**config.mk**
```make
export PLATFORM = sky130hd
export DESIGN_NAME = imem_loader
export DESIGN_NICKNAME = d
export VERILOG_FILES = /design/src/design/fetch_pkg.sv /design/src/design/imem_loader.sv
export VERILOG_INCLUDE_DIRS = /design/src /design/src/design
export SDC_FILE = /design/constraint.sdc
export NUM_CORES = 1
export LEC_CHECK = 0
export BUFFER_PORTS_ARGS = -buffer_cell sky130_fd_sc_hd__buf_2
export CAP_MARGIN = 20
export CORE_AREA = 3 3 40 42
export CTS_BUF_LIST = sky130_fd_sc_hd__clkbuf_8 sky130_fd_sc_hd__clkbuf_16
export CTS_CLUSTER_SIZE = 16
export DETAILED_ROUTE_END_ITERATION = 10
export DIE_AREA = 0 0 43 45
export GPL_ROUTABILITY_DRIVEN = 0
export SYNTH_ARGS = -nofsm -noshare
export SYNTH_HDL_FRONTEND = slang
export SYNTH_SLANG_ARGS = --single-unit
```
**constraint.sdc**
```tcl
create_clock -name clk -period 2.6 [get_ports clk]
set_input_delay 0.26 -clock clk [delete_from_list [all_inputs] [get_ports clk]]
set_output_delay 0.26 -clock clk [all_outputs]
set_load 0.005 [all_outputs]
```
**src/design/fetch_consts.svh**
```systemverilog
`ifndef FETCH_CONSTS_SVH
`define FETCH_CONSTS_SVH

////////////////////
// Datapath widths
////////////////////

// Instruction and pc width
`define FETCH_XLEN 32

// Instruction memory geometry
`define IMEM_DEPTH 256
`define IMEM_AW 8

////////////////////
// Special words
////////////////////

`define HALT_WORD {`FETCH_XLEN{1'b1}}
`define NOP_WORD {`FETCH_XLEN{1'b0}}

`endif

```
**src/design/fetch_pkg.sv**
```systemverilog
`default_nettype none

`include "fetch_consts.svh"

package fetch_pkg;

	////////////////////
	// Data types
	////////////////////

	// Instructions and pc values
	typedef logic [`FETCH_XLEN-1:0] word_t;

	// Low pc bits that address the instruction memory
	typedef logic [`IMEM_AW-1:0] imem_addr_t;

	////////////////////
	// Enumerations
	////////////////////

	// Next pc source from the later stages
	typedef enum logic [1:0] {
		PC_SEQ      = 2'b00,
		PC_JUMP     = 2'b01,
		PC_BRANCH   = 2'b10,
		PC_REGISTER = 2'b11
	} pc_src_e;

	// Fetch stage state
	typedef enum logic {
		FETCH_RUN    = 1'b0,
		FETCH_HALTED = 1'b1
	} fetch_state_e;

endpackage

`default_nettype wire

```
**src/design/imem_loader.sv**
```systemverilog
`timescale 1ns/1ps
`default_nettype none

`include "fetch_consts.svh"

module imem_loader
(
	input  wire                   clk,
	input  wire                   rst_n,
	input  wire                   debug_flag,
	input  wire                   load_strobe,
	output logic                  wr_en,
	output fetch_pkg::imem_addr_t wr_addr
);

	// Next free word of the program being loaded
	fetch_pkg::imem_addr_t load_cnt;

	////////////////////
	// Write port
	////////////////////

	// One write per strobe in debug mode
	assign wr_en   = debug_flag && load_strobe;
	assign wr_addr = load_cnt;

	////////////////////
	// Address counter
	////////////////////

	always_ff @(posedge clk or negedge rst_n)
	begin
		if (!rst_n)
		begin
			load_cnt <= '0;
		end
		else if (!debug_flag)
		begin
			// Next load session starts at word zero
			load_cnt <= '0;
		end
		else if (load_strobe)
		begin
			load_cnt <= load_cnt + `IMEM_AW'd1;
		end
	end

endmodule

`default_nettype wire

```
Yosys cells after proc, flatten, opt, wreduce, memory -nomap -nowiden
Cells that the tools add are included.
{"block": "word_totals", "ff_bits": 8, "in_bits": 4, "output_inout_bits": 9, "elab_cells": 6}
{"block": "op_classes", "add_sub_neg": 1, "n_eq_ne": 1, "muxes": 2, "n_reduce_logical": 1}
{"operator": "2-to-1 mux 8 bit", "count": 2}
{"operator": "adder 8 x 1 -> 8 bit (second input constant)", "count": 1}
{"operator": "inequality test 2 x 1 -> 1 bit (second input constant)", "count": 1}
{"operator": "logical AND 1 bit", "count": 1}

Longest topological paths before layout
{"block": "depth", "ltp_word": 3, "depth_mapped": 4, "depth_no_buf": 4}

Least setup slack after synthesis
OpenSTA, ideal clock, no wires.
{"block": "synth_timing", "path_kind": "flip-flop to flip-flop", "start": "register load_cnt[0], in the netlist wr_addr[0]", "end": "register load_cnt[6], in the netlist wr_addr[6]", "t_arrival_ns": 1.194, "t_required_ns": 2.516, "setup_slack_ns": 1.322, "stages_incl_launch_ff": 5, "period_less_slack_ns": 1.278, "path_cell_list": "dfrtp_1 > ha_1 > nand4_1 > or3_1 > a21boi_0"}
{"block": "synth_between", "elab_chain_len": 3}
{"element": "from (decl)", "line_no": "imem_loader.sv:17", "rtl": "fetch_pkg::imem_addr_t load_cnt;"}
{"element": "from (signal assigned)", "line_no": "imem_loader.sv:44", "rtl": "load_cnt <= load_cnt + `IMEM_AW'd1;"}
{"element": "adder 8 x 1 -> 8 bit", "line_no": "imem_loader.sv:44"}
{"element": "2-to-1 mux 8 bit", "line_no": "imem_loader.sv:42", "rtl": "else if (load_strobe)"}
{"element": "2-to-1 mux 8 bit", "line_no": "imem_loader.sv:37", "rtl": "else if (!debug_flag)"}
Every way passes these cells. The select of a mux whose other input is x is not followed.
A chain may end at the register's enable or synchronous reset.

Worst setup path in the final report
Ends and elaborated chain as after synthesis.

==> impl_metrics.toml <==
[place]
portBuffers = 12
dp_cells = 63
place_ws_ns = 1.20

[synthesis]
ys_types = 20
synth_top_area_cell = "dfrtp_1"
ys_seq_area_share_pct = 49.2
yosysWarnings = 0
synth_common_cells = "8 x dfrtp_1, 4 x and2_1, 3 x nand2_1, 3 x nand4_1, 3 x xnor2_1"
syn_inst = 37
async_flop_share_pct = 100
synth_edf_count = 0
synth_area_sq_um = 407
synth_ff_type = "dfrtp_1"
synth_top_area_share_pct = 49.2
yosysMostFrequentCell = "dfrtp_1"
syn_nets = 42
yosys-top-cells-area = "dfrtp_1 49%, xnor2_1 6.5%, and2_1 6.2%"
syn_area_per_cell_sq_um = 11.0
synth-seq-cells = 8

[sta]
period_share_pct = 54.0
setup_viol = 0
worst_slack_ns = 1.20
hold_violations = 0
tns_ns = 0
maxSlewHeadroom_pct = 86.3
finClkSkew_ns = 0.00328
final-max-slew-violation-count = 0
period_needed_ns = 1.40
holdWs_ns = 0.363
clock.fmax_mhz = 712
rsz0062_at_grt = "false"
worst_pin_slew_ns = 0.203

[global_route]
grt_antenna_before_repair = 0
first_global_vias = 322
overflow = 0
grt_max_degree = 11
grt_usage_pct = 11.2
grt_pass1_wl_um = 1500

[clock_network]
cts.sinks = 8
cts_hold_buf = 1
cts.path.max_buffers = 2
cts_tree = "done"
numCtsBuffers = 3
cts_resized = 0
postCtsSetupBuffers = 0
clk_pin_slew_worst_paths_ns = 0.04
h-tree-depth = 1
worstSkewPairLatency_ns = 0.23
clockRootBuffer = "clkbuf_8"

[die]
rows = 13
fp.dieH_um = 45
coreArea_sq_mm = 0.00128
dieWidth_um = 43
die_area_sq_mm = 0.00194
start_util_pct = 31.6
io_pins = 13

[cells_and_area]
finalNetCount = 59
fin_cells = 67
drive_gt1_share_pct = 32.7
nFillCells = 130
multi_input_area_sq_um = 195
diodes = 0
syn2layout_area_growth_pct = 29.2
largest_register_ffs = 8
area.sequential_sq_um = 200

[detailed_routing]
via_per_inst = 4.87
drcViolationCount = 0
wl_per_cell_um = 12.4
drt_first_pass_iters = 2
totalWireLength_um = 832
drtIter0Drc = 1
vias = 326
final_antenna_net_count = 0

[run]
cap_violations = 0

[worst_hold_path]
hold_start = "debug_flag"
hold_path_end = "wr_addr[7]"
worst_hold_path_type = "in2reg"
whs_path_depth = 2

[power]
p_leak_nw = 0.255
powerDensity_mw_per_mm2 = 578
vdd_drop_max_uv = 281

[setup_path]
critPathKind = "reg2reg"
critPathMaxStageDelay_ns = 0.42
reg2reg_from = "wr_addr[0]"
cpLargestDelayFamily = "simple AND/OR/NAND/NOR gates"
path_cells = "ha_1, nand4_1, or3_1, a21boi_0"
cp.arrival_ns = 1.54
slowest_stage = "dfrtp_1"
rrSetupSlack_ns = 1.20
critPathBufInv = 0
end_kind = "flop"
worstPathMaxFanout = 5
start_kind = "flop"
r2r-end = "wr_addr[6]"
required_ns = 2.74
r2r_cells = 4

[run_status]
status = "finished, final reports clean"
==> report_power, final <==
part | internal (mW) | total, mW | switching (mW)
clock | 0.100 | 0.148 | 0.0480
combinational | 0.0113 | 0.0226 | 0.0113
sequential | 0.128 | 0.133 | 0.00481
total | 0.240 | 0.304 | 0.0641
==> through the flow <==
step	total power, mW	cell area (sq um)	util, %
after detailed placement	0.156	474	36.9
after floorplan	0.146	407	-
after global placement	0.156	474	36.9
final	0.304	526	40.9
after global routing	0.327	526	40.9
after CTS	0.309	526	40.9
==> how the worst max path moves through the flow <==
stage | startpoint | cells after the start | to | slack, ns
2_1_floorplan | wr_addr[0] | 4 | wr_addr[6] | 1.32
3_3_place_gp | wr_addr[0] | 4 | wr_addr[6] | 1.29
3_5_place_dp | wr_addr[0] | 4 | wr_addr[6] | 1.20
4_1_cts | wr_addr[0] | 4 | wr_addr[6] | 1.17
5_1_grt | wr_addr[0] | 4 | wr_addr[6] | 1.02
6_report | wr_addr[0] | 4 | wr_addr[6] | 1.20
==> placed cells by master (no fill, tap or decap), drive strengths merged <==
cell,Yosys,layout
dlygate4sd3,0,1
nand2,4,4
nor2b,1,1
or4,1,1
nand2b,1,1
o21ai,1,1
a21boi,2,2
xnor2,3,3
mux2i,1,1
dfrtp,8,8
ha,1,1
o31ai,2,2
o211ai,1,1
and2,5,5
buf,1,12
clkbuf,0,3
nand4,3,3
xor2,1,1
or3,1,1
==> layout make-up <==
type / instances / share of cell area (%)
sequential: 8 / 38.1
clock buffer: 3 / 7.86
tap: 15 / 3.57
multi-input combinational: 28 / 37.1
timing repair buffer: 13 / 13.3
==> cell families after synthesis <==
kind of cell    share of synthesized area [%]
compound gates                           10.5
xor+xnor                                 8.62
fa+ha+maj                                3.08
buf+inv                                  2.77
flops                                    49.2
mux                                      2.46
simple gates                             23.4
==> metal layers <==
layer,vias to the layer above,GRT usage (%),share of wire (%)
met5,-,0,0
met4,0,5.42,0
met3,0,7.17,9.6
met2,13,15.9,45
met1,149,13.2,45
li1,164,-,-
==> worst register-to-register path: stages (launching register included) <==
cell and delay, ns:
dfrtp_1 0.42, ha_1 0.20, nand4_1 0.14, or3_1 0.37, a21boi_0 0.19
Power figures use the tool's default switching activity.
