$ cat src/design/fetch_consts.svh
`ifndef FETCH_CONSTS_SVH
`define FETCH_CONSTS_SVH

////////////////////
// Datapath widths
////////////////////

// Instruction and pc width
`define FETCH_XLEN 32

// Instruction memory geometry
`define IMEM_DEPTH 256
`define IMEM_AW 8

////////////////////
// Special words
////////////////////

`define HALT_WORD {`FETCH_XLEN{1'b1}}
`define NOP_WORD {`FETCH_XLEN{1'b0}}

`endif

$ cat src/design/fetch_pkg.sv
`default_nettype none

`include "fetch_consts.svh"

package fetch_pkg;

	////////////////////
	// Data types
	////////////////////

	// Instructions and pc values
	typedef logic [`FETCH_XLEN-1:0] word_t;

	// Low pc bits that address the instruction memory
	typedef logic [`IMEM_AW-1:0] imem_addr_t;

	////////////////////
	// Enumerations
	////////////////////

	// Next pc source from the later stages
	typedef enum logic [1:0] {
		PC_SEQ      = 2'b00,
		PC_JUMP     = 2'b01,
		PC_BRANCH   = 2'b10,
		PC_REGISTER = 2'b11
	} pc_src_e;

	// Fetch stage state
	typedef enum logic {
		FETCH_RUN    = 1'b0,
		FETCH_HALTED = 1'b1
	} fetch_state_e;

endpackage

`default_nettype wire

$ cat src/design/pc_select.sv
`timescale 1ns/1ps
`default_nettype none

`include "fetch_consts.svh"

module pc_select
(
	input  wire                clk,
	input  wire                rst_n,
	input  wire                debug_flag,
	input  wire                stall,
	input  wire                halted,
	input  fetch_pkg::pc_src_e pc_src,
	input  fetch_pkg::word_t   pc_jump,
	input  fetch_pkg::word_t   pc_branch,
	input  fetch_pkg::word_t   pc_register,
	output fetch_pkg::word_t   pc,
	output fetch_pkg::word_t   pc_plus1
);

	fetch_pkg::word_t pc_d;
	logic             pc_adv;

	////////////////////
	// Next address
	////////////////////

	assign pc_plus1 = pc + `FETCH_XLEN'd1;

	always_comb
	begin
		case (pc_src)
			fetch_pkg::PC_JUMP:
			begin
				pc_d = pc_jump;
			end
			fetch_pkg::PC_BRANCH:
			begin
				pc_d = pc_branch;
			end
			fetch_pkg::PC_REGISTER:
			begin
				pc_d = pc_register;
			end
			default:
			begin
				pc_d = pc_plus1;
			end
		endcase
	end

	// Enabled edge needs debug, stall and halted all low
	assign pc_adv = !debug_flag && !stall && !halted;

	////////////////////
	// Program counter
	////////////////////

	always_ff @(posedge clk or negedge rst_n)
	begin
		if (!rst_n)
		begin
			pc <= '0;
		end
		else if (debug_flag)
		begin
			// Program restarts from word zero after loading
			pc <= '0;
		end
		else if (pc_adv)
		begin
			pc <= pc_d;
		end
	end

endmodule

`default_nettype wire

$ cat config.mk
export PLATFORM = sky130hd
export DESIGN_NAME = pc_select
export DESIGN_NICKNAME = d
export VERILOG_FILES = /design/src/design/fetch_pkg.sv /design/src/design/pc_select.sv
export VERILOG_INCLUDE_DIRS = /design/src /design/src/design
export SDC_FILE = /design/constraint.sdc
export NUM_CORES = 1
export LEC_CHECK = 0
export BUFFER_PORTS_ARGS = -buffer_cell sky130_fd_sc_hd__buf_2
export CAP_MARGIN = 20
export CORE_UTILIZATION = 35
export DETAILED_ROUTE_END_ITERATION = 12
export PLACE_DENSITY = 0.7
export SYNTH_ARGS = -nofsm -noshare
export SYNTH_HDL_FRONTEND = slang
export SYNTH_SLANG_ARGS = --single-unit
export TNS_END_PERCENT = 1
$ cat constraint.sdc
create_clock -name clk -period 3.2 [get_ports clk]
set_input_delay 0.16 -clock clk [delete_from_list [all_inputs] [get_ports clk]]
set_output_delay 0.16 -clock clk [all_outputs]
set_load 0.05 [all_outputs]
[After elaboration in Yosys (flattened, before gate mapping)]
Index checks and enable logic that the tools add are counted.
Word-level totals
  memories: 0
  ROM bits: 0
  RAM bits: 0
  word-level logic and storage cells: 14
  output and inout bits: 64
  bits in latches: 0
  bits in registers: 32
  bits of input ports: 103
Operators by class
  equal/unequal tests: 3
  multipliers: 0
  shifts and indexed selects: 0
  div/mod/pow operators: 0
  mux-type cells: 3
  add/subtract/negate cells: 1
  reductions and logical operators: 6
  magnitude comparators: 0
  bitwise logic cells: 0
Operators by type and width (count)
  one-hot mux 32 bit (3 select lines): 1
  two-way mux 32 bit: 2
  adder 32 x 1 -> 32 bit (second input constant): 1
  == test 2 bit (second input constant): 2
  logical NOT 1 bit: 3
  == test 2 x 1 -> 1 bit (second input constant): 1
  logical AND 1 bit: 2
  nonzero test 2 bit: 1

[Logic depth before layout (Yosys ltp)]
Gate-level depths: netlist (run 1).
  depth after elaboration: 5
  mapped depth: 8

[Worst setup path after synthesis (run 1)]
Ideal clock, no wire load.
  kind: register -> output
  start: register pc[0]
  end: output port pc_plus1[18]
  cell stages (with the launch flop): 6
  arrival: 2696 ps
  path buffers: 0
  path slack: 344 ps
  data required time: 3040 ps
  cells stage by stage: dfrtp_1 ha_1 nand2_1 or2_4 or4_4 xnor2_1
On the way
  cells in the longest elaborated chain, start to end: 1
Ends and longest elaborated chain
  start: declaration: line pc_select.sv:17  | output fetch_pkg::word_t pc,
  start signal: assignment: line pc_select.sv:72  | pc <= pc_d;
  adder 32 x 1 -> 32 bit: line pc_select.sv:28  | assign pc_plus1 = pc + `FETCH_XLEN'd1;
  end: declaration: line pc_select.sv:18  | output fetch_pkg::word_t pc_plus1
No other way between the ends.

[Worst setup path in the final report (run 1)]
Ends and elaborated chain as after synthesis.

==> results.sh, run 1 <==
export IMPL_outcome="finished, final reports clean"
export IMPL_p_leak_nw=1.970
export IMPL_setup_slack_ps=519.3
export IMPL_clock_skew_final_ps=6.795
export IMPL_finalSetupViolations=0
export IMPL_syn_nets=460
export IMPL_ys_async_sr_fraction=1.000
export IMPL_vias_per_cell=5.736
export IMPL_routed_wl_um=10790
export IMPL_synth_area_per_cell_um2=8.516
export IMPL_clkSinkCount=32
export IMPL_top_register="pc"
export IMPL_worstMarginPinSlew_ps=987.6
export IMPL_firstDrtPassIters=5
export IMPL_dieWidth_um=95.07
export IMPL_critPathRequiredTime_ps=3040
export IMPL_busiest_layer="met2"
export IMPL_power_mw=1.305
export IMPL_rsz0062_at_grt="no"
export IMPL_place_ws_ps=859.0
export IMPL_synthFlopType="dfrtp_1"
export IMPL_area_growth_pct=32.56
export IMPL_synth_edf_count=0
export IMPL_relSlewSlack=0.3409
export IMPL_largest_reg_flops=32
export IMPL_synth_area_leaders="dfrtp_1 26%, o21ai_0 6.9%, xnor2_1 6.4%"
export IMPL_reg_top3="pc (32)"
export IMPL_ios=167
export IMPL_core_area_um2=8299
export IMPL_hold_viol=0
export IMPL_grt_overflow=0
export IMPL_seq_area_frac_synth=0.2641
export IMPL_holdWs_ps=250.2
export IMPL_route_detailed_drc=0
export IMPL_setup_tns_ps=0
export IMPL_endpoint="pc_plus1[18]"
export IMPL_powerDensity_nw_per_um2=324.8
export IMPL_netlist_top_cells_count="42 x o21ai_0, 32 x dfrtp_1, 28 x a21oi_1"
export IMPL_synth_top_area_frac=0.2641
export IMPL_dpl_hpwl_um=8232
export IMPL_ys_types=54
export IMPL_h_tree_depth=2
export IMPL_cts_root_buf="clkbuf_8"
export IMPL_hold_depth=4
export IMPL_rr_endpoint="pc[15]$_DFFE_PN0P_"
export IMPL_r2r_cells=5
export IMPL_grt_max_degree=33
export IMPL_cts_setup_buffers=0
export IMPL_end_kind="primary output"
export IMPL_gr_usage_met2=0.3988
export IMPL_dieArea_um2=9038
export IMPL_netlist_area_um2=3032
export IMPL_clock_fmax_mhz=373.0
export IMPL_grt_use_total=0.2349
export IMPL_yosys_warnings=0
export IMPL_cp_arrival_ps=2520
export IMPL_holdCritPathClass="input port to register"
export IMPL_r2r_start="pc[2]$_DFFE_PN0P_"
export IMPL_cp_start_kind="register"
export IMPL_detail_route_antenna_nets=0
export IMPL_grt_util_met3=0.03429
export IMPL_synth_most_common_cell="o21ai_0"
export IMPL_start_util=0.3653
export IMPL_stdcell_count=617
export IMPL_io_buffer_count=166
export IMPL_fin_nets=615
export IMPL_rows=33
export IMPL_numCtsBuffers=5
export IMPL_cts_path_max_buffers=2
export IMPL_synth_seq_cells=32
export IMPL_detailedRoute_firstIterationViolations=199
export IMPL_grt_pass1_vias=3301
export IMPL_synthCells=356
export IMPL_cp_max_fo=6
export IMPL_diodes=0
export IMPL_use_met1=0.3040
export IMPL_clkSlewWorstSetupHoldPaths_ps=70
export IMPL_drive_above_1_share=0.4121
export IMPL_cts_tree="done"
export IMPL_dpl_cell_count=608
export IMPL_ir_drop_v=0.0001330
export IMPL_path_class="register to primary output"
export IMPL_synth_largest_area_cell="dfrtp_1"
export IMPL_r2r_slack_ps=1030
export IMPL_startpoint="pc[0]$_DFFE_PN0P_"
export IMPL_maxCapViolations=0
export IMPL_wire_per_inst_um=17.49
export IMPL_finalCritPeriodShare=0.8377
export IMPL_grt_pass1_wl_um=16170
export IMPL_period_needed_ps=2681
export IMPL_num_vias=3539
export IMPL_gp_congestion=0.9057
export IMPL_slew_violations=0
export IMPL_die_h_um=95.07
export IMPL_clk_latency_ps=290
export IMPL_antenna_found_initial=0
==> what timing repair did <==
item | 4_1_cts | 5_1_grt
hold buffers | 1 | 0
resized for setup | 0 | 0
endpoints found under the hold margin | 32 | 0
endpoints found under the setup margin | 0 | 0
==> placed cells by master, fill, tap and decap left out, types with 3 or more instances in the layout <==
| cell type | instances |
|---|---|
| a21o_1 | 10 |
| a21oi_1 | 28 |
| nor4_1 | 4 |
| nor3_1 | 7 |
| buf_4 | 4 |
| buf_2 | 166 |
| nand4_1 | 9 |
| nand2_1 | 19 |
| o2bb2ai_1 | 11 |
| dfrtp_1 | 32 |
| nor2_1 | 15 |
| inv_1 | 12 |
| and4_1 | 3 |
| mux4_2 | 3 |
| o221ai_1 | 11 |
| clkbuf_8 | 6 |
| mux2_2 | 12 |
| a22o_1 | 11 |
| xnor2_1 | 22 |
| nand2b_1 | 3 |
| mux2i_1 | 17 |
| o21a_1 | 3 |
| nand3_1 | 11 |
| xor2_1 | 7 |
| o21ai_0 | 42 |
==> how the worst min path moves through the flow <==
stage / to / from
2_1_floorplan: pc[0]$_DFFE_PN0P_ / rst_n
3_3_place_gp: pc[31]$_DFFE_PN0P_ / rst_n
3_5_place_dp: pc[31]$_DFFE_PN0P_ / rst_n
4_1_cts: pc[5]$_DFFE_PN0P_ / pc_jump[5]
5_1_grt: pc[5]$_DFFE_PN0P_ / pc_jump[5]
6_report: pc[29]$_DFFE_PN0P_ / pc_jump[29]
==> metrics by stage <==
stage                     utilization  instance area [µm²]
after floorplan                     -                 3032
after global routing           0.4842                 4019
after global placement         0.4719                 3916
after detailed placement       0.4719                 3916
final                          0.4842                 4019
after CTS                      0.4842                 4019
==> critical path, cell delays in order (launching register included) <==
cell and delay (ps):
dfrtp_1 420, ha_1 350, nand2_1 160, or2_4 280, or4_4 500, xnor2_1 220, buf_2 300
==> where the power goes <==
group | switching (mW) | total (mW) | internal [mW]
clock | 0.161 | 0.333 | 0.172
sequential | 0.0493 | 0.478 | 0.428
combinational | 0.330 | 0.495 | 0.165
total | 0.540 | 1.31 | 0.765
==> kinds of logic (layout without fill, tap and decap cells) <==
logic type,after synthesis,in the layout,synth area share
multiplexers,32,32,0.1230
adder cells (fa/ha/maj),1,1,0.004126
AO/OA/AOI/OAI,135,135,0.2959
XOR/XNOR,29,29,0.08378
buffers and inverters,35,191,0.05365
AND/OR/NAND/NOR,92,92,0.1754
flip-flops,32,32,0.2641
==> per-layer routing <==
layer  share of wire  vias up  wire length, µm
li1                -     1668                -
met1            0.44     1693             4715
met2            0.48      159             5224
met3           0.060       19              653
met4           0.019        0              201
met5               0        -                0
==> final cells by class <==
| class | count | area (µm²) |
|---|---|---|
| Fill cell | 829 | 4280 |
| Multi-Input combinational cell | 289 | 2078 |
| Timing Repair Buffer | 171 | 870.8 |
| Sequential cell | 32 | 800.8 |
| Tap cell | 105 | 131.4 |
| Clock buffer | 6 | 82.58 |
| Inverter | 12 | 45.04 |
| Clock inverter | 2 | 10.01 |
Power figures use the tool's default switching activity.
==> run 2, diff against run 1 <==
clock period = 2.7 ns   (was 3.2 ns; I/O delays follow)
==> run 2 against run 1 <==
Compared with the run above:
- final cell count up 1.1%
- core utilization up 0.69 points
- global-route usage up 0.17 points
==> results.sh, run 2 (synthesized netlist as in run 1, its figures left out) <==
export IMPL_outcome="finished, final reports clean"
export IMPL_hold_viol=0
export IMPL_grt_pass1_vias=3340
export IMPL_fin_nets=622
export IMPL_clkSinkCount=32
export IMPL_period_needed_ps=2547
export IMPL_diodes=0
export IMPL_core_area_um2=8299
export IMPL_dpl_cell_count=615
export IMPL_path_class="register to primary output"
export IMPL_routed_wl_um=10760
export IMPL_end_kind="primary output"
export IMPL_clk_latency_ps=290
export IMPL_route_detailed_drc=0
export IMPL_firstDrtPassIters=4
export IMPL_fin_util=0.4912
export IMPL_drive_above_1_share=0.4181
export IMPL_rsz0062_at_grt="no"
export IMPL_grt_pass1_wl_um=16420
export IMPL_largest_reg_flops=32
export IMPL_wire_per_inst_um=17.24
export IMPL_clock_skew_final_ps=4.094
export IMPL_fillers=827
export IMPL_numCtsBuffers=5
export IMPL_cp_max_fo=6
export IMPL_holdCritPathClass="input port to register"
export IMPL_die_h_um=95.07
export IMPL_dpl_instance_area_um2=3976
export IMPL_layout_commonest_cell="buf_2"
export IMPL_num_vias=3460
export IMPL_slew_violations=0
export IMPL_cts_resized=0
export IMPL_cts_tree="done"
export IMPL_relSlewSlack=0.4941
export IMPL_p_leak_nw=2.008
export IMPL_clkSlewWorstSetupHoldPaths_ps=70
export IMPL_dieWidth_um=95.07
export IMPL_worstMarginPinSlew_ps=758.9
export IMPL_powerDensity_nw_per_um2=379.2
export IMPL_grt_overflow=0
export IMPL_setup_tns_ps=0
export IMPL_power_mw=1.546
export IMPL_finalSetupViolations=0
export IMPL_ios=167
export IMPL_multi_input_area_um2=2086
export IMPL_finalCritPeriodShare=0.9433
export IMPL_start_util=0.3653
export IMPL_rows=33
export IMPL_area_growth_pct=34.46
export IMPL_antenna_found_initial=0
export IMPL_cp_start_kind="register"
export IMPL_cp_arrival_ps=2410
export IMPL_clock_fmax_mhz=392.6
export IMPL_holdWs_ps=203.1
export IMPL_hold_buffers=1
export IMPL_grt_max_degree=38
export IMPL_maxCapViolations=0
export IMPL_dpl_hpwl_um=8108
export IMPL_place_ws_ps=457.7
export IMPL_stdcell_count=624
export IMPL_cts_path_max_buffers=2
export IMPL_final_cell_mix="166 x buf_2, 42 x o21ai_0, 32 x dfrtp_1, 28 x a21oi_1, 21 x xnor2_1"
export IMPL_critPathRequiredTime_ps=2570
export IMPL_h_tree_depth=2
export IMPL_top_register="pc"
export IMPL_vias_per_cell=5.545
export IMPL_setup_slack_ps=153.0
export IMPL_detail_route_antenna_nets=0
export IMPL_io_buffer_count=166
export IMPL_dieArea_um2=9038
export IMPL_detailedRoute_firstIterationViolations=225
export IMPL_grt_use_total=0.2366
export IMPL_cts_root_buf="clkbuf_8"
export IMPL_reg_top3="pc (32)"
export IMPL_seqCellArea_um2=800.8
export IMPL_fin_area_um2=4076
export IMPL_ir_drop_v=0.0001880
export IMPL_gp_congestion=0.9175
export IMPL_cts_setup_buffers=0
==> run 2: changes by cell type in the layout (fill, tap and decap cells not counted), sizes merged <==
cell,before,now
buf,170,177
clkbuf,6,8
clkinv,2,0
==> run 2: power by group <==
group | total (mW) | internal (mW) | switching [mW]
Sequential | 0.565 | 0.508 | 0.0568
Clock | 0.385 | 0.208 | 0.178
Combinational | 0.596 | 0.202 | 0.394
Total | 1.55 | 0.917 | 0.628
==> run 2: layout make-up <==
cell class / count / share of cell area
Inverter: 12 / 0.01105
Multi-Input combinational cell: 289 / 0.5117
Sequential cell: 32 / 0.1964
Timing Repair Buffer: 178 / 0.2265
Tap cell: 105 / 0.03223
Clock buffer: 8 / 0.02210
==> run 2: layer usage <==
| layer | GRT usage | vias up | part of all wire |
|---|---|---|---|
| met1 | 0.3034 | 1628 | 0.45 |
| met2 | 0.3982 | 134 | 0.47 |
| met4 | 0.07197 | 0 | 0.017 |
| li1 | - | 1683 | - |
| met5 | 0 | - | 0 |
| met3 | 0.04785 | 15 | 0.060 |
==> run 2: path summary, 6_finish.rpt <==
| kind | cells past startpoint | end | slack (ps) | startpoint |
|---|---|---|---|---|
| min in group asynchronous | 2 | pc[21]$_DFFE_PN0P_ | 450 | rst_n |
| max | 6 | pc_plus1[18] | 150 | pc[0]$_DFFE_PN0P_ |
| max reg2reg | 6 | pc[18]$_DFFE_PN0P_ | 610 | pc[0]$_DFFE_PN0P_ |
| min | 4 | pc[5]$_DFFE_PN0P_ | 200 | pc_jump[5] |
| min reg2reg | 2 | pc[22]$_DFFE_PN0P_ | 580 | pc[22]$_DFFE_PN0P_ |
| max in group asynchronous | 2 | pc[25]$_DFFE_PN0P_ | 1750 | rst_n |
==> run 2: critical path: stages, from the launching register on <==
cell and delay, ps:
dfrtp_1 420, ha_1 320, nand2_1 160, or2_4 270, or4_4 520, xnor2_2 140
buf_2 280
