[config.mk]
export PLATFORM = sky130hd
export DESIGN_NAME = if_id_reg
export DESIGN_NICKNAME = d
export VERILOG_FILES = /design/src/design/fetch_pkg.sv /design/src/design/if_id_reg.sv
export VERILOG_INCLUDE_DIRS = /design/src /design/src/design
export SDC_FILE = /design/constraint.sdc
export NUM_CORES = 1
export LEC_CHECK = 0
export ABC_AREA = 1
export BUFFER_PORTS_ARGS = -buffer_cell sky130_fd_sc_hd__buf_2
export CAP_MARGIN = 10
export CORE_MARGIN = 2
export CORE_UTILIZATION = 40
export DETAILED_ROUTE_END_ITERATION = 8
export PLACE_DENSITY_LB_ADDON = 0.12
export RECOVER_POWER = 25
export SETUP_SLACK_MARGIN = 0.3
export SLEW_MARGIN = 40
export SYNTH_ARGS = -nofsm -noshare
export SYNTH_HDL_FRONTEND = slang
export SYNTH_SLANG_ARGS = --single-unit
export TNS_END_PERCENT = 30
[constraint.sdc]
create_clock -name clk -period 1.9 [get_ports clk]
set_input_delay 0.38 -clock clk [delete_from_list [all_inputs] [get_ports clk]]
set_output_delay 0.38 -clock clk [all_outputs]
set_load 0.01 [all_outputs]
[src/design/fetch_consts.svh]
`ifndef FETCH_CONSTS_SVH
`define FETCH_CONSTS_SVH

////////////////////
// Datapath widths
////////////////////

// Instruction and pc width
`define FETCH_XLEN 32

// Instruction memory geometry
`define IMEM_DEPTH 256
`define IMEM_AW 8

////////////////////
// Special words
////////////////////

`define HALT_WORD {`FETCH_XLEN{1'b1}}
`define NOP_WORD {`FETCH_XLEN{1'b0}}

`endif

[src/design/fetch_pkg.sv]
`default_nettype none

`include "fetch_consts.svh"

package fetch_pkg;

	////////////////////
	// Data types
	////////////////////

	// Instructions and pc values
	typedef logic [`FETCH_XLEN-1:0] word_t;

	// Low pc bits that address the instruction memory
	typedef logic [`IMEM_AW-1:0] imem_addr_t;

	////////////////////
	// Enumerations
	////////////////////

	// Next pc source from the later stages
	typedef enum logic [1:0] {
		PC_SEQ      = 2'b00,
		PC_JUMP     = 2'b01,
		PC_BRANCH   = 2'b10,
		PC_REGISTER = 2'b11
	} pc_src_e;

	// Fetch stage state
	typedef enum logic {
		FETCH_RUN    = 1'b0,
		FETCH_HALTED = 1'b1
	} fetch_state_e;

endpackage

`default_nettype wire

[src/design/if_id_reg.sv]
`timescale 1ns/1ps
`default_nettype none

`include "fetch_consts.svh"

module if_id_reg
(
	input  wire                clk,
	input  wire                rst_n,
	input  wire                debug_flag,
	input  wire                stall,
	input  fetch_pkg::pc_src_e pc_src,
	input  fetch_pkg::word_t   fetched,
	input  fetch_pkg::word_t   pc_plus1,
	output fetch_pkg::word_t   instr,
	output fetch_pkg::word_t   pc_next,
	output logic               halted
);

	fetch_pkg::fetch_state_e state;

	// Set when instr must read as a NOP
	logic nop_q;
	logic halt_seen;
	logic flush;
	logic adv;

	////////////////////
	// Halt detection
	////////////////////

	// Memory output is a real fetch holding the halt word
	assign halt_seen = !nop_q && (fetched == `HALT_WORD);

	// Raised as soon as the halt word leaves the memory
	assign halted = !debug_flag && ((state == fetch_pkg::FETCH_HALTED) || halt_seen);

	always_ff @(posedge clk or negedge rst_n)
	begin
		if (!rst_n)
		begin
			state <= fetch_pkg::FETCH_RUN;
		end
		else if (debug_flag)
		begin
			state <= fetch_pkg::FETCH_RUN;
		end
		else if (!stall && halt_seen)
		begin
			state <= fetch_pkg::FETCH_HALTED;
		end
	end

	////////////////////
	// Decode register
	////////////////////

	assign flush = (pc_src != fetch_pkg::PC_SEQ);
	assign adv   = !debug_flag && !stall && !halted;

	// instr tracks the memory's registered output unless overridden
	assign instr = (nop_q || debug_flag) ? `NOP_WORD : fetched;

	always_ff @(posedge clk or negedge rst_n)
	begin
		if (!rst_n)
		begin
			nop_q   <= 1'b1;
			pc_next <= '0;
		end
		else if (debug_flag)
		begin
			nop_q   <= 1'b1;
			pc_next <= '0;
		end
		else if (adv)
		begin
			// Redirect squashes the word fetched at the old pc
			nop_q   <= flush;
			pc_next <= flush ? '0 : pc_plus1;
		end
	end

endmodule

`default_nettype wire

; Yosys cells after proc, flatten, opt, wreduce, memory -nomap -nowiden
; Cells that the tools add are included.
[op_classes]
n_reduce_logical = 14
n_mux = 8
eq_ne = 1
[ops]
columns = op, n
row1 = two-way mux 32 bit, 4
row2 = == test 32 bit (second input constant), 1
row3 = nonzero test 2 bit, 3
row4 = logical AND 1 bit, 5
row5 = zero test 1 bit, 4
row6 = two-way mux 1 bit, 4
row7 = logical OR 1 bit, 2
[totals]
elab_cells = 26
output_inout_bits = 65
in_bits = 70
ff_bits = 34

; Longest topological paths before layout
; Gate-level depths: netlist of the first run.
[depth]
depth_word = 8
ltp_mapped = 10
ltp_nobuf = 9

; Worst setup path after synthesis of the first run
; No wires, ideal clock.
[synth_timing]
path_kind = register to output
startpoint = reg nop_q
endpoint = out instr[0]
setup_slack_ps = 358
t_arrival_ps = 1162
path_stages_with_launch = 5
path_cell_list = dfstp_2 > or2_2 > clkbuf_1 > clkbuf_1 > nor2_1
[synth_via]
elab_chain_len = 2
[synth_lines]
columns = element, line_no
row1 = from (decl), if_id_reg.sv:23  ; logic nop_q;
row2 = from (signal assigned), if_id_reg.sv:79  ; nop_q <= flush;
row3 = logical OR 1 bit, if_id_reg.sv:62  ; assign instr = (nop_q || debug_flag) ? `NOP_WORD : fetched;
row4 = two-way mux 32 bit, if_id_reg.sv:62
row5 = to (decl), if_id_reg.sv:15  ; output fetch_pkg::word_t instr,
; No other way between the ends.

; Final worst setup path of the first run
[layout_timing]
startpoint = reg nop_q
endpoint = out instr[10]
; The elaborated chain is that of the path after synthesis.

==> impl_metrics.tcl, run 1 <==
set metrics [dict create \
    fillers 498 \
    arrival_ns 1.39 \
    synthesis.area_um2 2030 \
    gp_congestion 0.777 \
    criticalPathCategory "flip-flop to output pin" \
    slew_headroom_pct 43.7 \
    grt_first_pass_wirelength_mm 9.10 \
    drc 0 \
    overflow 0 \
    synth_top_area_share_pct 40.6 \
    vias 2334 \
    core_um2 4820 \
    cts_sinks 34 \
    drive_gt1_share_pct 36.3 \
    final_cell_mix "buf_2 (134), nand2_1 (82), inv_1 (70)" \
    slowest_delay_ns 0.39 \
    power.density_nw_per_um2 586 \
    finalSetupViolCount 0 \
    ys_ff_latch 34 \
    tightest_slew_ns 0.845 \
    grt_usage_pct 20.8 \
    grt_start_max_net_pins 35 \
    cts_tree "done" \
    syn_area_per_cell_um2 6.39 \
    die_y_um 75.3 \
    yosys-top-cells-area "dfrtp_1 (41%), nand2_1 (15%), nor2_1 (14%)" \
    clock_skew_ns 0.00713 \
    synth_top_cell_by_area "dfrtp_1" \
    cp_slowest_cell "dfstp_2" \
    n_antenna_cell 0 \
    synth_nets 388 \
    syn_inst 318 \
    area.growth.synth_to_final_pct 44.2 \
    path_max_fanout 4 \
    post-route-period-util_pct 93.3 \
    seq_area_frac_synth_pct 41.9 \
    cp_cell_sequence "buf_4 -> or2_2 -> nor2_1 -> buf_2" \
    rsz0062_at_grt "yes" \
    finalSetupTns_ns 0 \
    min_path_type "input port to asynchronous set/reset pin" \
    finalWirelength_mm 6.06 \
    clk_pin_slew_ns 0.07 \
    antenna_found_initial 0 \
    cts_buffer_depth 2 \
    io_pins 135 \
    status "finished clean" \
    final_nets 526 \
    dp_hpwl_mm 4.10 \
    hold_ws_ns 0.277 \
    setup.worst_path.start_class "flip-flop" \
    finalMaxSlewViolations 0 \
    grt_pass1_vias 2099 \
    p_leak_uw 0.00206 \
    final_core_util_pct 60.9 \
    clock_latency_ns 0.28 \
    cap_viol_max_count 0 \
    cp-end-kind "output pin" \
    wl_per_cell_um 11.6 \
    vias_per_cell 4.45 \
    drtPass1Iterations 4 \
    ant_nets 0 \
    min_period_ns 1.77 \
    finalHoldViolations 0 \
    fmax_mhz 564 \
    start_util_pct 42.2 \
    port_buffers 134 \
    final_common_cell "buf_2" \
    dr.first_iter.drc_count 77 \
    root_buffer "clkbuf_8" \
    core.rowCount 25 \
    holdBufCountCts 0 \
    cp.required_ns 1.52 \
    peakVddDrop_uv 321 \
    die_area_um2 5670 \
    ys_types 18 \
    cts_made_buffers 5 \
    htree_levels 2 \
    die_w_um 75.3 \
    yosysWarnings 0 \
]
[cells by family after synthesis]
kind of cell / count (synthesis) / synth area share (%)
AND/OR/NAND/NOR: 195 / 39.7
flip-flops: 34 / 41.9
AO/OA/AOI/OAI: 2 / 0.492
buffers and inverters: 87 / 17.9
[per-layer routing]
metal	wire length, um	vias to the layer above	track usage (%)
met4	38	0	4.87
li1	-	1194	-
met5	0	-	0
met3	471	4	5.42
met1	2400	1052	23.1
met2	3150	84	39.6
[worst max-delay path, delay by kind of cell, from the launching register on]
kind          cells  cell delay (ns)
buf+inv           2             0.28
simple gates      2             0.45
flops             1             0.39
[path summary, 6_finish.rpt]
check,startpoint,to,slack (ns),cells after the start
max,nop_q$_DFFE_PN1P_,instr[10],0.13,4
min,rst_n,pc_next[23]$_DFFE_PN0P_,0.28,2
max reg2reg,nop_q$_DFFE_PN1P_,pc_next[10]$_DFFE_PN0P_,0.33,9
min reg2reg,pc_next[12]$_DFFE_PN0P_,pc_next[12]$_DFFE_PN0P_,0.50,2
max in group asynchronous,rst_n,pc_next[20]$_DFFE_PN0P_,1.09,2
min in group clk,stall,state$_DFFE_PN0P_,0.28,2
[power breakdown]
group	internal, uW	switching [uW]	total, uW	leakage (uW)
clock	366	255	621	0.0000575
sequential	749	14.0	763	0.000464
combinational	138	196	334	0.00153
[flip-flops by register name, indices dropped and copies added (netlist names)]
| signal | flops |
|---|---|
| pc_next | 32 |
| nop_q | 1 |
| state | 1 |
[metrics by stage]
| step | total power [uW] | worst slack, ns | area, um^2 | instances |
|---|---|---|---|---|
| after floorplan | 930 | 0.358 | 2030 | 318 |
| after global placement | 1080 | 0.246 | 2740 | 509 |
| after detailed placement | 1090 | 0.222 | 2740 | 509 |
| after CTS | 1720 | 0.168 | 2890 | 522 |
| after global routing | 1820 | 0.0801 | 2930 | 524 |
| final | 1720 | 0.128 | 2930 | 524 |
[area by class of cell]
class	instances	area, um^2	share of cell area (%)
clock buffers	8	110	3.76
inverters	71	267	9.09
multi-input cells	201	883	30.1
flip-flops and latches	34	852	29.1
well taps	67	83.8	2.86
repair buffers	143	736	25.1
[what timing repair did]
| action | CTS | global route |
|---|---|---|
| cloned | 2 | 2 |
| resized for setup | 3 | 8 |
| endpoints found under the setup margin | 33 | 65 |
| pin swaps | 5 | 2 |
| buffers inserted | 3 | 0 |
[cells in the mapped netlist]
cell type / count
nand3_1: 32
buf_6: 3
dfrtp_1: 33
nand3_2: 1
buf_2: 3
a21oi_1: 1
dfstp_2: 1
nand2_4: 1
nand2_1: 83
o21ai_0: 1
nor2_1: 74
clkinv_1: 1
buf_4: 3
or2_2: 1
nand4_1: 2
clkbuf_1: 7
inv_1: 70
nand3_4: 1
Power figures use the tool's default switching activity.
==> run 2: changes to the inputs <==
Settings changed: RECOVER_POWER 25 to 100.
==> impl_metrics.tcl, run 2 (synthesis gave the netlist of run 1 again) <==
set metrics [dict create \
    final_cell_mix "nand2_1 (83), buf_2 (78), inv_1 (70), nor2_1 (70), clkbuf_1 (58)" \
    min_path_type "input port to asynchronous set/reset pin" \
    antenna_found_initial 0 \
    grt_start_max_net_pins 35 \
    timing.rr.start "nop_q$_DFFE_PN1P_" \
    fillers 536 \
    start_util_pct 42.2 \
    wl_per_cell_um 11.6 \
    cts_buffer_depth 2 \
    clock_skew_ns 0.00683 \
    area.growth.synth_to_final_pct 39.0 \
    finalSetupTns_ns 0 \
    setup.worst_path.start_class "flip-flop" \
    dr.first_iter.drc_count 101 \
    die_y_um 75.3 \
    die_area_um2 5670 \
    peakVddDrop_uv 318 \
    clock_latency_ns 0.28 \
    top_register "pc_next" \
    post-route-period-util_pct 94.3 \
    largest_reg_flops 32 \
    postLayoutCellArea_um2 2830 \
    n_antenna_cell 0 \
    holdBufCountCts 0 \
    rsz0062_at_grt "yes" \
    drive_gt1_share_pct 23.2 \
    finalHoldViolations 0 \
    criticalPathCategory "flip-flop to output pin" \
    finalWirelength_mm 6.08 \
    cts_made_buffers 5 \
    root_buffer "clkbuf_8" \
    dp_hpwl_mm 4.10 \
    status "finished clean" \
    htree_levels 2 \
    power.density_nw_per_um2 602 \
    vias_per_cell 4.41 \
    core.rowCount 25 \
    cp.required_ns 1.52 \
    vias 2311 \
    ant_nets 0 \
    min_period_ns 1.79 \
    grt_pass1_vias 2099 \
    core_um2 4820 \
    cp-end-kind "output pin" \
    drtPass1Iterations 4 \
    path_max_fanout 4 \
    finalSetupViolCount 0 \
    cap_viol_max_count 0 \
    final_common_cell "nand2_1" \
    finalMaxSlewViolations 0 \
    final_nets 526 \
    io_pins 135 \
    grt_usage_pct 20.8 \
    cts_tree "done" \
    drc 0 \
    place_area_um2 2740 \
    grt_first_pass_wirelength_mm 9.10 \
    port_buffers 134 \
    die_w_um 75.3 \
    clk_pin_slew_ns 0.07 \
    tightest_slew_ns 0.836 \
    p_leak_uw 0.00180 \
    fmax_mhz 558 \
    arrival_ns 1.41 \
    cts_sinks 34 \
    overflow 0 \
    top_regs "pc_next (32), nop_q (1), state (1)" \
    cp-startpoint "nop_q$_DFFE_PN1P_" \
    gp_congestion 0.777 \
    slew_headroom_pct 44.2 \
]
[run 2: changes by cell type in the layout (fill, tap and decap cells not counted), sizes merged]
cell / delta
clkbuf: +60
buf: -60
[run 2: cell type report]
class	count	area, um^2	area share, %
Clock buffer	8	110	3.90
Inverter	71	267	9.43
Multi-Input combinational cell	201	857	30.3
Sequential cell	34	852	30.2
Tap cell	67	83.8	2.97
Timing Repair Buffer	143	656	23.2
[run 2: worst paths after layout]
| kind | end | slack, ns | cells past startpoint |
|---|---|---|---|
| worst max-delay path | instr[10] | 0.11 | 4 |
| worst min-delay path | pc_next[23]$_DFFE_PN0P_ | 0.27 | 2 |
| worst max register to register | pc_next[21]$_DFFE_PN0P_ | 0.26 | 9 |
| worst min register to register | pc_next[12]$_DFFE_PN0P_ | 0.51 | 2 |
| max in group asynchronous | pc_next[29]$_DFFE_PN0P_ | 1.09 | 2 |
| min in group clk | state$_DFFE_PN0P_ | 0.29 | 2 |
[run 2: layer usage]
metal  GRT usage [%]  vias to the layer above  part of all wire, %
li1                -                     1192                    -
met1            23.1                     1037                   41
met2            39.6                       78                   52
met3            5.42                        4                  7.0
met4            4.87                        0                 0.62
met5               0                        -                    0
[run 2: power breakdown]
part           total, uW  internal, uW  switching (uW)
sequential           764           749            14.6
clock                622           366             256
combinational        315           122             194
[run 2: worst max-delay path, stage by stage, from the launching register on]
cell      delay [ns]
dfstp_2         0.39
clkbuf_1        0.12
or2_2           0.35
nor2_1          0.12
clkbuf_1        0.16
[run 2: timing repair]
action                                 in CTS  in global routing
setup buffers                               3                  0
pin swaps                                   5                  2
resized for setup                           3                  8
endpoints found under the hold margin       0                  0
cloned                                      2                  2
setup endpoints to repair                  33                 65
[run 2: through the flow]
| step | worst slack, ns | hold WS, ns | power, uW | instances | util, % |
|---|---|---|---|---|---|
| detailed placement | 0.222 | 0.435 | 1090 | 509 | 56.8 |
| global placement | 0.246 | 0.436 | 1080 | 509 | 56.8 |
| CTS | 0.168 | 0.133 | 1720 | 522 | 59.9 |
| floorplan | 0.358 | 0.0844 | 930 | 318 | - |
| finish | 0.109 | 0.272 | 1700 | 524 | 58.6 |
| global route | 0.0511 | 0.289 | 1800 | 524 | 58.6 |
==> run 3: changes to the inputs <==
Settings changed: REMOVE_ABC_BUFFERS set to 1.
==> impl_metrics.tcl, run 3 (synthesis gave the netlist of run 1 again) <==
set metrics [dict create \
    vias 2289 \
    die_area_um2 5670 \
    core.rowCount 25 \
    finalSetupViolCount 0 \
    htree_levels 2 \
    root_buffer "clkbuf_8" \
    start_util_pct 42.2 \
    cp.required_ns 1.52 \
    overflow 0 \
    min_path_type "input port to asynchronous set/reset pin" \
    clock_latency_ns 0.29 \
    post-route-period-util_pct 93.5 \
    cap_viol_max_count 0 \
    grt_start_max_net_pins 35 \
    drive_gt1_share_pct 23.4 \
    final_nets 526 \
    numPlacedInstances 508 \
    holdBufCountCts 0 \
    drtPass1Iterations 4 \
    fillers 549 \
    arrival_ns 1.40 \
    fmax_mhz 563 \
    final_cell_mix "nand2_1 (82), buf_2 (76), nor2_1 (73)" \
    die_y_um 75.3 \
    antenna_found_initial 0 \
    stdcell_count 524 \
    core_um2 4820 \
    grt_usage_pct 20.4 \
    status "finished clean" \
    drc 0 \
    largest_reg_flops 32 \
    top_regs "pc_next (32), nop_q (1), state (1)" \
    peakVddDrop_uv 417 \
    power.density_nw_per_um2 598 \
    vias_per_cell 4.37 \
    tightest_slew_ns 0.835 \
    cts_made_buffers 5 \
    top_register "pc_next" \
    grt_pass1_vias 1997 \
    min_period_ns 1.78 \
    final_core_util_pct 59.6 \
    cp-end-kind "output pin" \
    cts_sinks 34 \
    wl_per_cell_um 11.3 \
    grt_first_pass_wirelength_mm 8.83 \
    n_antenna_cell 0 \
    path_max_fanout 17 \
    dp_hpwl_mm 4.08 \
    finalHoldViolations 0 \
    port_buffers 134 \
    clock_skew_ns 0.00226 \
    criticalPathCategory "flip-flop to output pin" \
    finalWirelength_mm 5.91 \
    cts_tree "done" \
    dr.first_iter.drc_count 60 \
    final_common_cell "nand2_1" \
    slew_headroom_pct 44.3 \
    area.growth.synth_to_final_pct 41.1 \
    die_w_um 75.3 \
    rsz0062_at_grt "yes" \
    cts_buffer_depth 2 \
    p_leak_uw 0.00183 \
    gp_congestion 0.832 \
    finalMaxSlewViolations 0 \
    io_pins 135 \
    clk_pin_slew_ns 0.07 \
    setup.worst_path.start_class "flip-flop" \
    ant_nets 0 \
]
==> run 3: cell count changes in the layout (fill, tap and decap cells not counted), sizes merged <==
cell    delta
buf        +3
nand2      +1
or2        -2
clkbuf     -2
==> run 3: power by group <==
| group | internal, uW | total [uW] | switching, uW |
|---|---|---|---|
| sequential | 749 | 764 | 15.0 |
| combinational | 127 | 319 | 192 |
| clock | 366 | 631 | 265 |
==> run 3: final cells by class <==
type / count / area (um^2) / share of cell area [%]
Sequential cell: 34 / 852 / 29.7
Multi-Input combinational cell: 200 / 852 / 29.7
Timing Repair Buffer: 144 / 704 / 24.6
Inverter: 71 / 267 / 9.29
Clock buffer: 8 / 110 / 3.84
Tap cell: 67 / 83.8 / 2.92
==> run 3: final timing paths <==
check                                        start                 endpoint  slack [ns]  depth (start not counted)
max in group asynchronous                    rst_n   pc_next[5]$_DFFE_PN0P_        1.19                          1
setup / recovery                 nop_q$_DFFE_PN1P_                instr[24]        0.12                          3
setup reg to reg                 nop_q$_DFFE_PN1P_  pc_next[26]$_DFFE_PN0P_        0.23                          9
hold / removal                               rst_n  pc_next[17]$_DFFE_PN0P_        0.18                          1
min in group clk                             stall        state$_DFFE_PN0P_        0.28                          2
hold reg to reg            pc_next[17]$_DFFE_PN0P_  pc_next[17]$_DFFE_PN0P_        0.51                          2
==> run 3: through the flow <==
step                      area [um^2]  setup WS [ns]  TNS (ns)  power [uW]  hold slack [ns]
after global routing             2870         0.0488         0        1800            0.261
after CTS                        2880          0.177         0        1730            0.184
after floorplan                  1940         -0.145     -4.79         912           0.0844
final                            2870          0.124         0        1710            0.180
after global placement           2740          0.214         0        1090            0.490
after detailed placement         2740          0.190         0        1090            0.490
==> run 3: worst max-delay path: stages, from the launching register on <==
cell	delay, ns
dfstp_2	0.38
or2_2	0.41
nor2_1	0.14
clkbuf_1	0.17
==> run 3: what timing repair did <==
action / 4_1_cts / 5_1_grt
endpoints found under the setup margin: 33 / 66
gates resized for setup: 4 / 5
pin swaps: 4 / 3
setup buffers: 1 / 4
cloned: 1 / 2
==> run 3: metal layers <==
layer | wire length [um] | GRT usage, %
met3 | 410 | 5.03
met2 | 2840 | 35.6
met5 | 0 | 0
met1 | 2580 | 25.3
met4 | 81 | 5.46
